## config.mk

```make
export PLATFORM = sky130hd
export DESIGN_NAME = fetch_top
export DESIGN_NICKNAME = d
export VERILOG_FILES = /design/src/rtl/fetch_pkg.sv /design/src/rtl/fetch_redirect_select.sv /design/src/rtl/branch_predict_buffer.sv /design/src/rtl/fetch_unit.sv /design/src/rtl/fetch_top.sv
export VERILOG_INCLUDE_DIRS = /design/src /design/src/include
export SDC_FILE = /design/constraint.sdc
export NUM_CORES = 2
export LEC_CHECK = 0
export CAP_MARGIN = 40
export CORE_ASPECT_RATIO = 1.75
export CORE_UTILIZATION = 40
export CTS_CLUSTER_DIAMETER = 30
export CTS_CLUSTER_SIZE = 16
export DETAILED_ROUTE_END_ITERATION = 16
export DONT_BUFFER_PORTS = 1
export PLACE_DENSITY = 0.59
export SYNTH_ARGS = -nofsm -noshare
export SYNTH_HDL_FRONTEND = slang
export SYNTH_SLANG_ARGS = --single-unit
```

## constraint.sdc

```tcl
create_clock -name clk -period 6.15 [get_ports clk]
set_input_delay 0.9225 -clock clk [delete_from_list [all_inputs] [get_ports clk]]
set_output_delay 0.9225 -clock clk [all_outputs]
set_load 0.02 [all_outputs]
```

## src/include/fetch_settings.svh

```systemverilog
`ifndef FETCH_SETTINGS_SVH
`define FETCH_SETTINGS_SVH

// reset vector of the core, start of the boot ROM
`define FETCH_BOOT_PC 32'hbfc00000

// branch prediction buffer entries
// must be a power of two, index comes from pc word bits
`define FETCH_BPB_DEPTH 16

`endif

```

## src/rtl/fetch_pkg.sv

```systemverilog
`default_nettype none

package fetch_pkg;

    typedef logic [31:0] word_t;

    // one prediction from the target buffer
    typedef struct packed {
        logic  taken;
        word_t destpc;
    } bpb_result_t;

    // one fetched instruction handed to decode
    typedef struct packed {
        word_t       instr;
        word_t       pcplus4;
        logic        en;
        // pc not word aligned
        logic        exception_instr;
        bpb_result_t pred;
    } fetch_data_t;

endpackage

`default_nettype wire

```

## src/rtl/fetch_redirect_select.sv

```systemverilog
`timescale 1ns/1ps
`default_nettype none

module fetch_redirect_select (
    input  wire logic              exception_valid,
    input  wire logic              is_eret,
    input  wire logic              branch,
    input  wire logic              jump,
    input  wire logic              jr,
    input  wire fetch_pkg::word_t  pcexception,
    input  wire fetch_pkg::word_t  epc,
    input  wire fetch_pkg::word_t  pcbranch,
    input  wire fetch_pkg::word_t  pcjump,
    input  wire fetch_pkg::word_t  pcjr,
    input  wire fetch_pkg::word_t  pc_seq,
    output fetch_pkg::word_t       pc_new,
    output logic                   pc_upd
);

    // exception first, then eret, then the resolved control flow
    always_comb
    begin
        if (exception_valid)
        begin
            pc_new = pcexception;
        end
        else if (is_eret)
        begin
            pc_new = epc;
        end
        else if (branch)
        begin
            pc_new = pcbranch;
        end
        else if (jump)
        begin
            pc_new = pcjump;
        end
        else if (jr)
        begin
            pc_new = pcjr;
        end
        else
        begin
            // no redirect, follow the fetch side guess
            pc_new = pc_seq;
        end
    end

    assign pc_upd = exception_valid | is_eret | branch | jump | jr;

endmodule

`default_nettype wire

```

## src/rtl/branch_predict_buffer.sv

```systemverilog
`timescale 1ns/1ps
`default_nettype none

`include "fetch_settings.svh"

module branch_predict_buffer (
    input  wire logic                   clk,
    input  wire logic                   reset,
    input  wire fetch_pkg::word_t       rd_pc0,
    input  wire fetch_pkg::word_t       rd_pc1,
    output fetch_pkg::bpb_result_t      rd_result0,
    output fetch_pkg::bpb_result_t      rd_result1,
    input  wire logic                   upd_valid,
    input  wire fetch_pkg::word_t       upd_pc,
    input  wire logic                   upd_taken,
    input  wire fetch_pkg::word_t       upd_target
);

    localparam int DEPTH = `FETCH_BPB_DEPTH;
    localparam int IDX_W = $clog2(DEPTH);
    localparam int TAG_W = 32 - IDX_W - 2;

    logic [DEPTH-1:0]       valid;
    logic [TAG_W-1:0]       tag_mem [DEPTH];
    fetch_pkg::bpb_result_t res_mem [DEPTH];

    logic [IDX_W-1:0]       upd_idx;

    fetch_pkg::word_t       rd_pc     [2];
    fetch_pkg::bpb_result_t rd_result [2];

    assign rd_pc[0]   = rd_pc0;
    assign rd_pc[1]   = rd_pc1;
    assign rd_result0 = rd_result[0];
    assign rd_result1 = rd_result[1];

    // word index, byte offset bits ignored
    assign upd_idx = upd_pc[IDX_W+1:2];

    // both read ports are the same lookup
    for (genvar i = 0; i < 2; i++)
    begin : g_rd
        logic [IDX_W-1:0] idx;
        logic [TAG_W-1:0] tag;
        logic             hit;

        assign idx = rd_pc[i][IDX_W+1:2];
        assign tag = rd_pc[i][31:IDX_W+2];
        assign hit = valid[idx] && (tag_mem[idx] == tag);

        // miss reads as not taken
        assign rd_result[i] = hit ? res_mem[idx] : '0;
    end

    always_ff @(posedge clk, posedge reset)
    begin
        if (reset)
        begin
            valid <= '0;
        end
        else if (upd_valid)
        begin
            valid[upd_idx] <= 1'b1;
        end
    end

    // resolved branch overwrites the whole entry
    always_ff @(posedge clk)
    begin
        if (upd_valid)
        begin
            tag_mem[upd_idx]        <= upd_pc[31:IDX_W+2];
            res_mem[upd_idx].taken  <= upd_taken;
            res_mem[upd_idx].destpc <= upd_target;
        end
    end

endmodule

`default_nettype wire

```

## src/rtl/fetch_unit.sv

```systemverilog
`timescale 1ns/1ps
`default_nettype none

`include "fetch_settings.svh"

module fetch_unit (
    input  wire logic                   clk,
    input  wire logic                   reset,
    input  wire logic                   flush,
    input  wire logic                   stall,
    input  wire logic                   pc_upd,
    input  wire fetch_pkg::word_t       pc_new,
    output fetch_pkg::word_t            pc_seq,
    output fetch_pkg::word_t            pc,
    output fetch_pkg::word_t            inst_addr,
    input  wire logic                   inst_data_ok,
    input  wire logic [63:0]            inst_data,
    input  wire logic                   inst_index,
    input  wire fetch_pkg::bpb_result_t pred0,
    input  wire fetch_pkg::bpb_result_t pred1,
    output fetch_pkg::word_t            pc_plus4,
    output fetch_pkg::fetch_data_t      slot0,
    output fetch_pkg::fetch_data_t      slot1,
    output logic [1:0]                  slot_hit,
    output logic                        finish
);

    fetch_pkg::bpb_result_t last_predict;
    fetch_pkg::bpb_result_t next_predict;
    fetch_pkg::word_t       pc_plus8;
    logic                   conflict;
    logic                   slot0_en;
    logic                   exception_instr;

    always_ff @(posedge clk, posedge reset)
    begin
        if (reset)
        begin
            pc           <= `FETCH_BOOT_PC;
            last_predict <= '0;
        end
        else if (flush)
        begin
            pc <= '0;
        end
        else if ((!stall && !conflict) || pc_upd)
        begin
            pc           <= pc_new;
            // a redirect invalidates whatever we guessed
            last_predict <= pc_upd ? '0 : next_predict;
        end
    end

    // one reply is still in flight after a redirect, drop it
    always_ff @(posedge clk, posedge reset)
    begin
        if (reset)
        begin
            conflict <= 1'b0;
        end
        else if (pc_upd)
        begin
            conflict <= 1'b1;
        end
        else if (inst_data_ok)
        begin
            conflict <= 1'b0;
        end
    end

    assign inst_addr       = pc;
    assign pc_plus4        = pc + 32'd4;
    assign pc_plus8        = pc + 32'd8;
    assign exception_instr = (pc[1:0] != 2'b00);
    assign finish          = inst_data_ok && !conflict;

    // second word only when the pair is aligned and no taken branch is pending
    assign slot0_en = !inst_index && !last_predict.taken;
    assign slot_hit = {1'b1, slot0_en};

    // slot 1 is the word at pc
    assign slot1.instr           = inst_index ? inst_data[63:32] : inst_data[31:0];
    assign slot1.pcplus4         = pc_plus4;
    assign slot1.en              = 1'b1;
    assign slot1.exception_instr = exception_instr;
    assign slot1.pred            = pred1;

    // slot 0 is the word at pc+4
    assign slot0.instr           = inst_index ? '0 : inst_data[63:32];
    assign slot0.pcplus4         = pc_plus8;
    assign slot0.en              = slot0_en;
    assign slot0.exception_instr = exception_instr;
    assign slot0.pred            = slot0_en ? pred0 : '0;

    // keep the prediction of the youngest fetched slot
    assign next_predict = slot0_en ? pred0 : pred1;

    always_comb
    begin
        if (last_predict.taken)
        begin
            // delay slot already fetched, go to target
            pc_seq = last_predict.destpc;
        end
        else if (pred1.taken && slot0_en)
        begin
            pc_seq = pred1.destpc;
        end
        else if (slot0_en)
        begin
            pc_seq = pc_plus8;
        end
        else
        begin
            pc_seq = pc_plus4;
        end
    end

endmodule

`default_nettype wire

```

## src/rtl/fetch_top.sv

```systemverilog
`timescale 1ns/1ps
`default_nettype none

module fetch_top (
    input  wire logic                   clk,
    input  wire logic                   reset,
    input  wire logic                   flush,
    input  wire logic                   stall,
    input  wire logic                   exception_valid,
    input  wire logic                   is_eret,
    input  wire logic                   branch,
    input  wire logic                   jump,
    input  wire logic                   jr,
    input  wire fetch_pkg::word_t       pcexception,
    input  wire fetch_pkg::word_t       epc,
    input  wire fetch_pkg::word_t       pcbranch,
    input  wire fetch_pkg::word_t       pcjump,
    input  wire fetch_pkg::word_t       pcjr,
    input  wire logic                   upd_valid,
    input  wire fetch_pkg::word_t       upd_pc,
    input  wire logic                   upd_taken,
    input  wire fetch_pkg::word_t       upd_target,
    output fetch_pkg::word_t            inst_addr,
    input  wire logic                   inst_data_ok,
    input  wire logic [63:0]            inst_data,
    input  wire logic                   inst_index,
    output fetch_pkg::fetch_data_t      slot0,
    output fetch_pkg::fetch_data_t      slot1,
    output logic [1:0]                  slot_hit,
    output logic                        finish,
    output fetch_pkg::word_t            pc
);

    fetch_pkg::word_t       pc_new;
    fetch_pkg::word_t       pc_seq;
    fetch_pkg::word_t       pc_plus4;
    logic                   pc_upd;
    fetch_pkg::bpb_result_t pred0;
    fetch_pkg::bpb_result_t pred1;

    fetch_unit u_fetch_unit (
        .clk(clk), .reset(reset), .flush(flush), .stall(stall),
        .pc_upd(pc_upd), .pc_new(pc_new), .pc_seq(pc_seq), .pc(pc),
        .inst_addr(inst_addr), .inst_data_ok(inst_data_ok),
        .inst_data(inst_data), .inst_index(inst_index),
        .pred0(pred0), .pred1(pred1), .pc_plus4(pc_plus4),
        .slot0(slot0), .slot1(slot1), .slot_hit(slot_hit), .finish(finish)
    );

    fetch_redirect_select u_redirect (
        .exception_valid(exception_valid), .is_eret(is_eret),
        .branch(branch), .jump(jump), .jr(jr),
        .pcexception(pcexception), .epc(epc), .pcbranch(pcbranch),
        .pcjump(pcjump), .pcjr(pcjr), .pc_seq(pc_seq),
        .pc_new(pc_new), .pc_upd(pc_upd)
    );

    // port 0 looks up pc+4 for slot 0, port 1 looks up pc for slot 1
    branch_predict_buffer u_bpb (
        .clk(clk), .reset(reset),
        .rd_pc0(pc_plus4), .rd_pc1(pc),
        .rd_result0(pred0), .rd_result1(pred1),
        .upd_valid(upd_valid), .upd_pc(upd_pc),
        .upd_taken(upd_taken), .upd_target(upd_target)
    );

endmodule

`default_nettype wire

```

# [Yosys cells after proc, flatten, opt, wreduce, memory -nomap -nowiden]
# Memory sizes are Yosys's and may differ from the RTL's.
# Index checks and enable logic that the tools add are counted.
[classes] n_addsub=2 order_cmp=4 eq_ne=2 mux=27 bitwise_logic=6 n_reduce_logical=16
[op_table] operator="32-bit two-way mux" count=12
[op_table] operator="33-bit two-way mux" count=5
[op_table] operator="26-bit equality test" count=2
[op_table] operator="32-bit by 3-bit adder with 32-bit output (second input constant)" count=1
[op_table] operator="32-bit by 4-bit adder with 32-bit output (second input constant)" count=1
[op_table] operator="16-bit bitwise OR" count=1
[op_table] operator="4-bit by 5-bit less-than comparator with 1-bit output (second input constant)" count=3
[op_table] operator="1-bit binary-select mux with 4-bit select" count=2
[op_table] operator="1-bit logical AND" count=7
[op_table] operator="1-bit two-way mux" count=7
[op_table] operator="2-bit nonzero test" count=3
[op_table] operator="1-bit demux with 4-bit select" count=1
[op_table] operator="4-bit by 1-bit greater-or-equal comparator with 1-bit output (second input constant)" count=1
[op_table] operator="1-bit zero test" count=4
[op_table] operator="1-bit bitwise OR" count=4
[op_table] operator="2-bit AND reduction" count=1
[op_table] operator="1-bit logical OR" count=1
[op_table] operator="1-bit NOT" count=1
[totals] reg_bits=82 mem_bits_rw=944 input_bits=301 out_inout_bits=265 wordCells=64 n_memories=2
[memory_table] memory="u_bpb.res_mem" depth=16 width=33 read_ports=2 rd_ports_with_merged_regs=0 wr=1 line_no="branch_predict_buffer.sv:25" source="fetch_pkg::bpb_result_t res_mem [DEPTH];"
[memory_table] memory="u_bpb.tag_mem" depth=16 width=26 read_ports=2 rd_ports_with_merged_regs=0 wr=1 line_no="branch_predict_buffer.sv:24" source="logic [TAG_W-1:0] tag_mem [DEPTH];"

# [Longest topological paths before layout]
[logic_depth] depth_word=14 ltp_mapped=18 depth_no_buf=12

# [Hierarchy]
# From an unflattened synthesis, not the netlist that was laid out.
[unflattened] cells_unflattened=3225 hier_area_um2=53841.6
[modules_own_cells] module="branch_predict_buffer" instances=1 cells_each=2192 area_each_um2=45552.4 seq_area_each_um2=28747.6
[modules_own_cells] module="fetch_unit" instances=1 cells_each=823 area_each_um2=6822.8 seq_area_each_um2=1662.8
[modules_own_cells] module="fetch_redirect_select" instances=1 cells_each=210 area_each_um2=1466.4 seq_area_each_um2=0.0

# [Worst setup path after synthesis]
# OpenSTA, ideal clock, no wires.
[synth_path] kind="input to register" from="in upd_pc[3]" to="reg u_bpb.valid[0]" setup_ps=90 arrival_ps=5960 required_time_ps=6060 path_slack_ps=100 path_stages=3 path_buffers=0 cell_sequence="or3b_2 nor3_1 or2_2"
[synth_between] elab_chain_len=5 elab_cells_between_ends=6 cone_classes="order compare: 2; mux: 2; bitwise: 1; reduce/logical: 1"
[synth_rtl] item="start, declared" line_no="fetch_top.sv:20" source="input wire fetch_pkg::word_t upd_pc,"
[synth_rtl] item="4-bit by 5-bit less-than comparator with 1-bit output (not written as such) / 4-bit by 1-bit greater-or-equal comparator with 1-bit output (equally long branches)" line_no="branch_predict_buffer.sv:63" source="valid[upd_idx] <= 1'b1;"
[synth_rtl] item="1-bit logical AND (not written as such)" line_no="branch_predict_buffer.sv:63"
[synth_rtl] item="1-bit two-way mux (not written as such)" line_no="branch_predict_buffer.sv:63"
[synth_rtl] item="1-bit demux with 4-bit select *"
[synth_rtl] item="16-bit bitwise OR (no line) *"
[synth_rtl] item="end signal, assigned" line_no="branch_predict_buffer.sv:59" source="valid <= '0;"
[synth_rtl] item="end signal, assigned by index" line_no="branch_predict_buffer.sv:63"
[synth_rtl] item="end, declared" line_no="branch_predict_buffer.sv:23" source="logic [DEPTH-1:0] valid;"
# Mark *: on every way between the ends. The rest lies on a longest branch, timed or not.
# A chain may end at the register's enable or synchronous reset.

==> impl_metrics.json <==
{
  "outcome": "complete, but fails checks",
  "violations": "negative setup slack",
  "start_util_pct": 40.28,
  "clkTransAtPathRegs_ns": 0.06,
  "powerDensity_mw_per_mm2": 325.6,
  "post-route-drc-count": 0,
  "cp-start-kind": "flip-flop",
  "place_congestion": 1.005,
  "cts_sinks": 1026,
  "slew_viol_final": 0,
  "async_flop_share_pct": 7.992,
  "antenna_found_initial": 28,
  "yosysWarningCount": 0,
  "die-height_um": 482.9,
  "drt_first_iter_violations": 4959,
  "cts_root_buf": "clkbuf_16",
  "vias_per_cell": 6.691,
  "drtAntennaViolNets": 0,
  "synth_compound_area_share_pct": 5.658,
  "cts_buffers": 154,
  "vias": 35750,
  "nFillCells": 11260,
  "fp.coreArea_mm2": 0.1312,
  "wl_per_cell_um": 38.36,
  "dpl.hpwl_um": 135900,
  "clock_skew_ns": 0.03820,
  "pin_count": 566,
  "power.leakage_nw": 20.53,
  "fin_area_mm2": 0.06242,
  "grt_pass1_wl_um": 279700,
  "final_common_cell": "edfxtp_1",
  "ys_seq_area_share_pct": 57.52,
  "synth-edff-count": 944,
  "worstPathRequired_ns": 5.23,
  "gr-total-overflow": 0,
  "synth_area_leaders": "edfxtp_1, mux4_2, dfrtp_1, mux2i_1, nand2_1",
  "hold_violations": 0,
  "worstSetupEndpointType": "output port",
  "num_rows": 176,
  "critical-path-max-stage-delay_ns": 0.79,
  "timing.fmax_mhz": 157.9,
  "setup_viol": 33,
  "htree_num_levels": 4,
  "track_usage_pct": 30.42,
  "syn_to_final_growth_pct": 18.06,
  "drive_gt1_share_pct": 34.08,
  "critPathMaxFanout": 9,
  "synth_top_family_by_area": "multiplexers",
  "holdCritPathClass": "input port to flip-flop",
  "die_area_mm2": 0.1337,
  "yosys.area_share.adder_pct": 0.04733,
  "layout_common_cells": "edfxtp_1, mux4_2, nand2_1",
  "synth_cell_types": 90,
  "cp_cell_sequence": "nand4_1, nor4_2, nand3_1, xor2_1, xor2_1, nand4_1, or4_1, or4b_4, buf_4, buf_12, nor2_4, buf_6",
  "crit_slowest_cell": "dfstp_2",
  "cts_tree": "done",
  "min_period_over_period_pct": 103.0,
  "slew_headroom_pct": 32.58,
  "synth_flop_cell": "edfxtp_1",
  "worst_pin_slew_ns": 1.011,
  "drt-total-wl_um": 205000,
  "grt_max_degree": 119,
  "synth_xor_area_share_pct": 1.588,
  "first_pass_iters": 5,
  "synth_simple_gate_area_share_pct": 6.981,
  "fin_crit_ns": 6.333,
  "yosysTopAreaCell": "edfxtp_1",
  "synth.area.mux_share_pct": 24.95,
  "syn_inst": 3356,
  "rsz0062_at_grt": "true",
  "place_area_mm2": 0.05609,
  "dieWidth_um": 276.8,
  "ys_ff_latch": 1026,
  "timing.max_cap.violations": 0,
  "path_class": "flip-flop to output port",
  "clockBufferDepth": 3,
  "worst_slack_ns": -0.1834,
  "synthesis.area_mm2": 0.05287,
  "port_buffers": 0,
  "peakVddDrop_mv": 0.2708,
  "nNetsFinal": 3806,
  "grt_pass1_vias": 35900,
  "dp_slack_ns": 0.2961,
  "arrival_ns": 5.41,
  "clock_latency_ns": 0.79,
  "syn_area_per_cell_um2": 15.75,
  "synth_top_area_share_pct": 53.62
}
[sequential cells by signal, indices dropped and copies added, names as in the netlist]
signal and flops:
u_bpb.res_mem 528, u_bpb.tag_mem 416, u_fetch_unit.conflict 1, u_bpb.valid 16, u_fetch_unit.inst_addr 32, u_fetch_unit.last_predict 33
[timing repair]
action                                  4_1_cts  5_1_grt
resized for setup                           129       13
hold buffers                                  1        0
buffers inserted                             13        0
endpoints found under the hold margin        11        0
endpoints found under the setup margin       66       65
cloned                                        8        0
pin swaps                                    28        5
[per-layer routing]
metal / GRT usage (%) / vias to the layer above / share of wire, %
met1: 36.65 / 18760 / 35
met4: 17.54 / 14 / 6.2
li1: - / 13950 / -
met5: 0 / - / 0.045
met2: 46.92 / 2500 / 46
met3: 11.41 / 524 / 13
[Yosys cell counts, drive strengths merged, types with 67 or more instances]
cell type  number
a22oi          67
mux2i         133
nor2          142
dfrtp          73
clkbuf        126
nand3          89
edfxtp        944
buf           175
o21ai         127
nand2         268
xnor2          69
mux4          498
nor2b          68
[power by group]
part | total, mW | leakage [nW] | internal, mW | switching [mW]
Clock | 8.95 | 2.54 | 5.40 | 3.55
Combinational | 3.44 | 8.44 | 1.40 | 2.04
Sequential | 7.94 | 9.55 | 7.81 | 0.128
Total | 20.3 | 20.5 | 14.6 | 5.72
[metrics by stage]
stage                     hold slack, ns  util, %  total power [mW]  TNS (ns)  instances
after floorplan                   0.4517        -             10.19         0       3357
after global placement            0.4644    42.48             11.28         0       4987
after detailed placement          0.4711    42.73             11.32         0       5008
after CTS                         0.1789    47.45             20.32    -4.715       5316
after global routing              0.1937    47.55             20.79    -6.765       5339
final                             0.2267    47.56             20.32    -4.919       5343
[worst max-delay path: cells and delay by family (launching register included)]
family / cells / cell delay [ns]
xor+xnor: 2 / 0.82
buf+inv: 3 / 0.47
flops: 1 / 0.79
simple gates: 7 / 2.52
[cell type report]
cell class	count	area (µm²)	area share (%)
diodes	19	47.55	0.07617
clock buffers	167	3965	6.352
clock inverters	119	1334	2.137
inverters	46	185.2	0.2967
multi-input cells	1984	21230	34.00
flip-flops and latches	1026	30430	48.74
well taps	1691	2116	3.390
repair buffers	291	3120	4.999
[worst paths after layout]
kind / cells past startpoint / start / slack [ns] / to
worst max-delay path: 12 / u_fetch_unit.inst_addr[22]$_DFFE_PP1P_ / -0.18 / slot0[15]
worst min-delay path: 0 / upd_target[14] / 0.23 / u_bpb.res_mem[7][14]$_DFFE_PP_
worst max register to register: 13 / u_fetch_unit.inst_addr[22]$_DFFE_PP1P_ / 0.81 / u_fetch_unit.last_predict[29]$_DFFE_PP0P_
worst min register to register: 1 / u_bpb.valid[11]$_DFFE_PP0P_ / 0.49 / u_bpb.valid[11]$_DFFE_PP0P_
max in group asynchronous: 4 / reset / 4.34 / u_fetch_unit.inst_addr[5]$_DFFE_PP0P_
min in group asynchronous: 2 / reset / 0.58 / u_fetch_unit.inst_addr[4]$_DFFE_PP0P_
[cell families (layout without fill, tap and decap cells)]
| family | after synthesis | in the layout |
|---|---|---|
| xor gates and xnor gates | 95 | 95 |
| DFF | 1026 | 1026 |
| AOI/OAI and AO/OA | 444 | 444 |
| and+or+nand+nor | 753 | 753 |
| other | 1 | 21 |
| muxes | 688 | 688 |
| adders and majority gates | 2 | 2 |
| buffers and inverters | 347 | 623 |
Note: power is estimated with default switching activity, not from simulation.
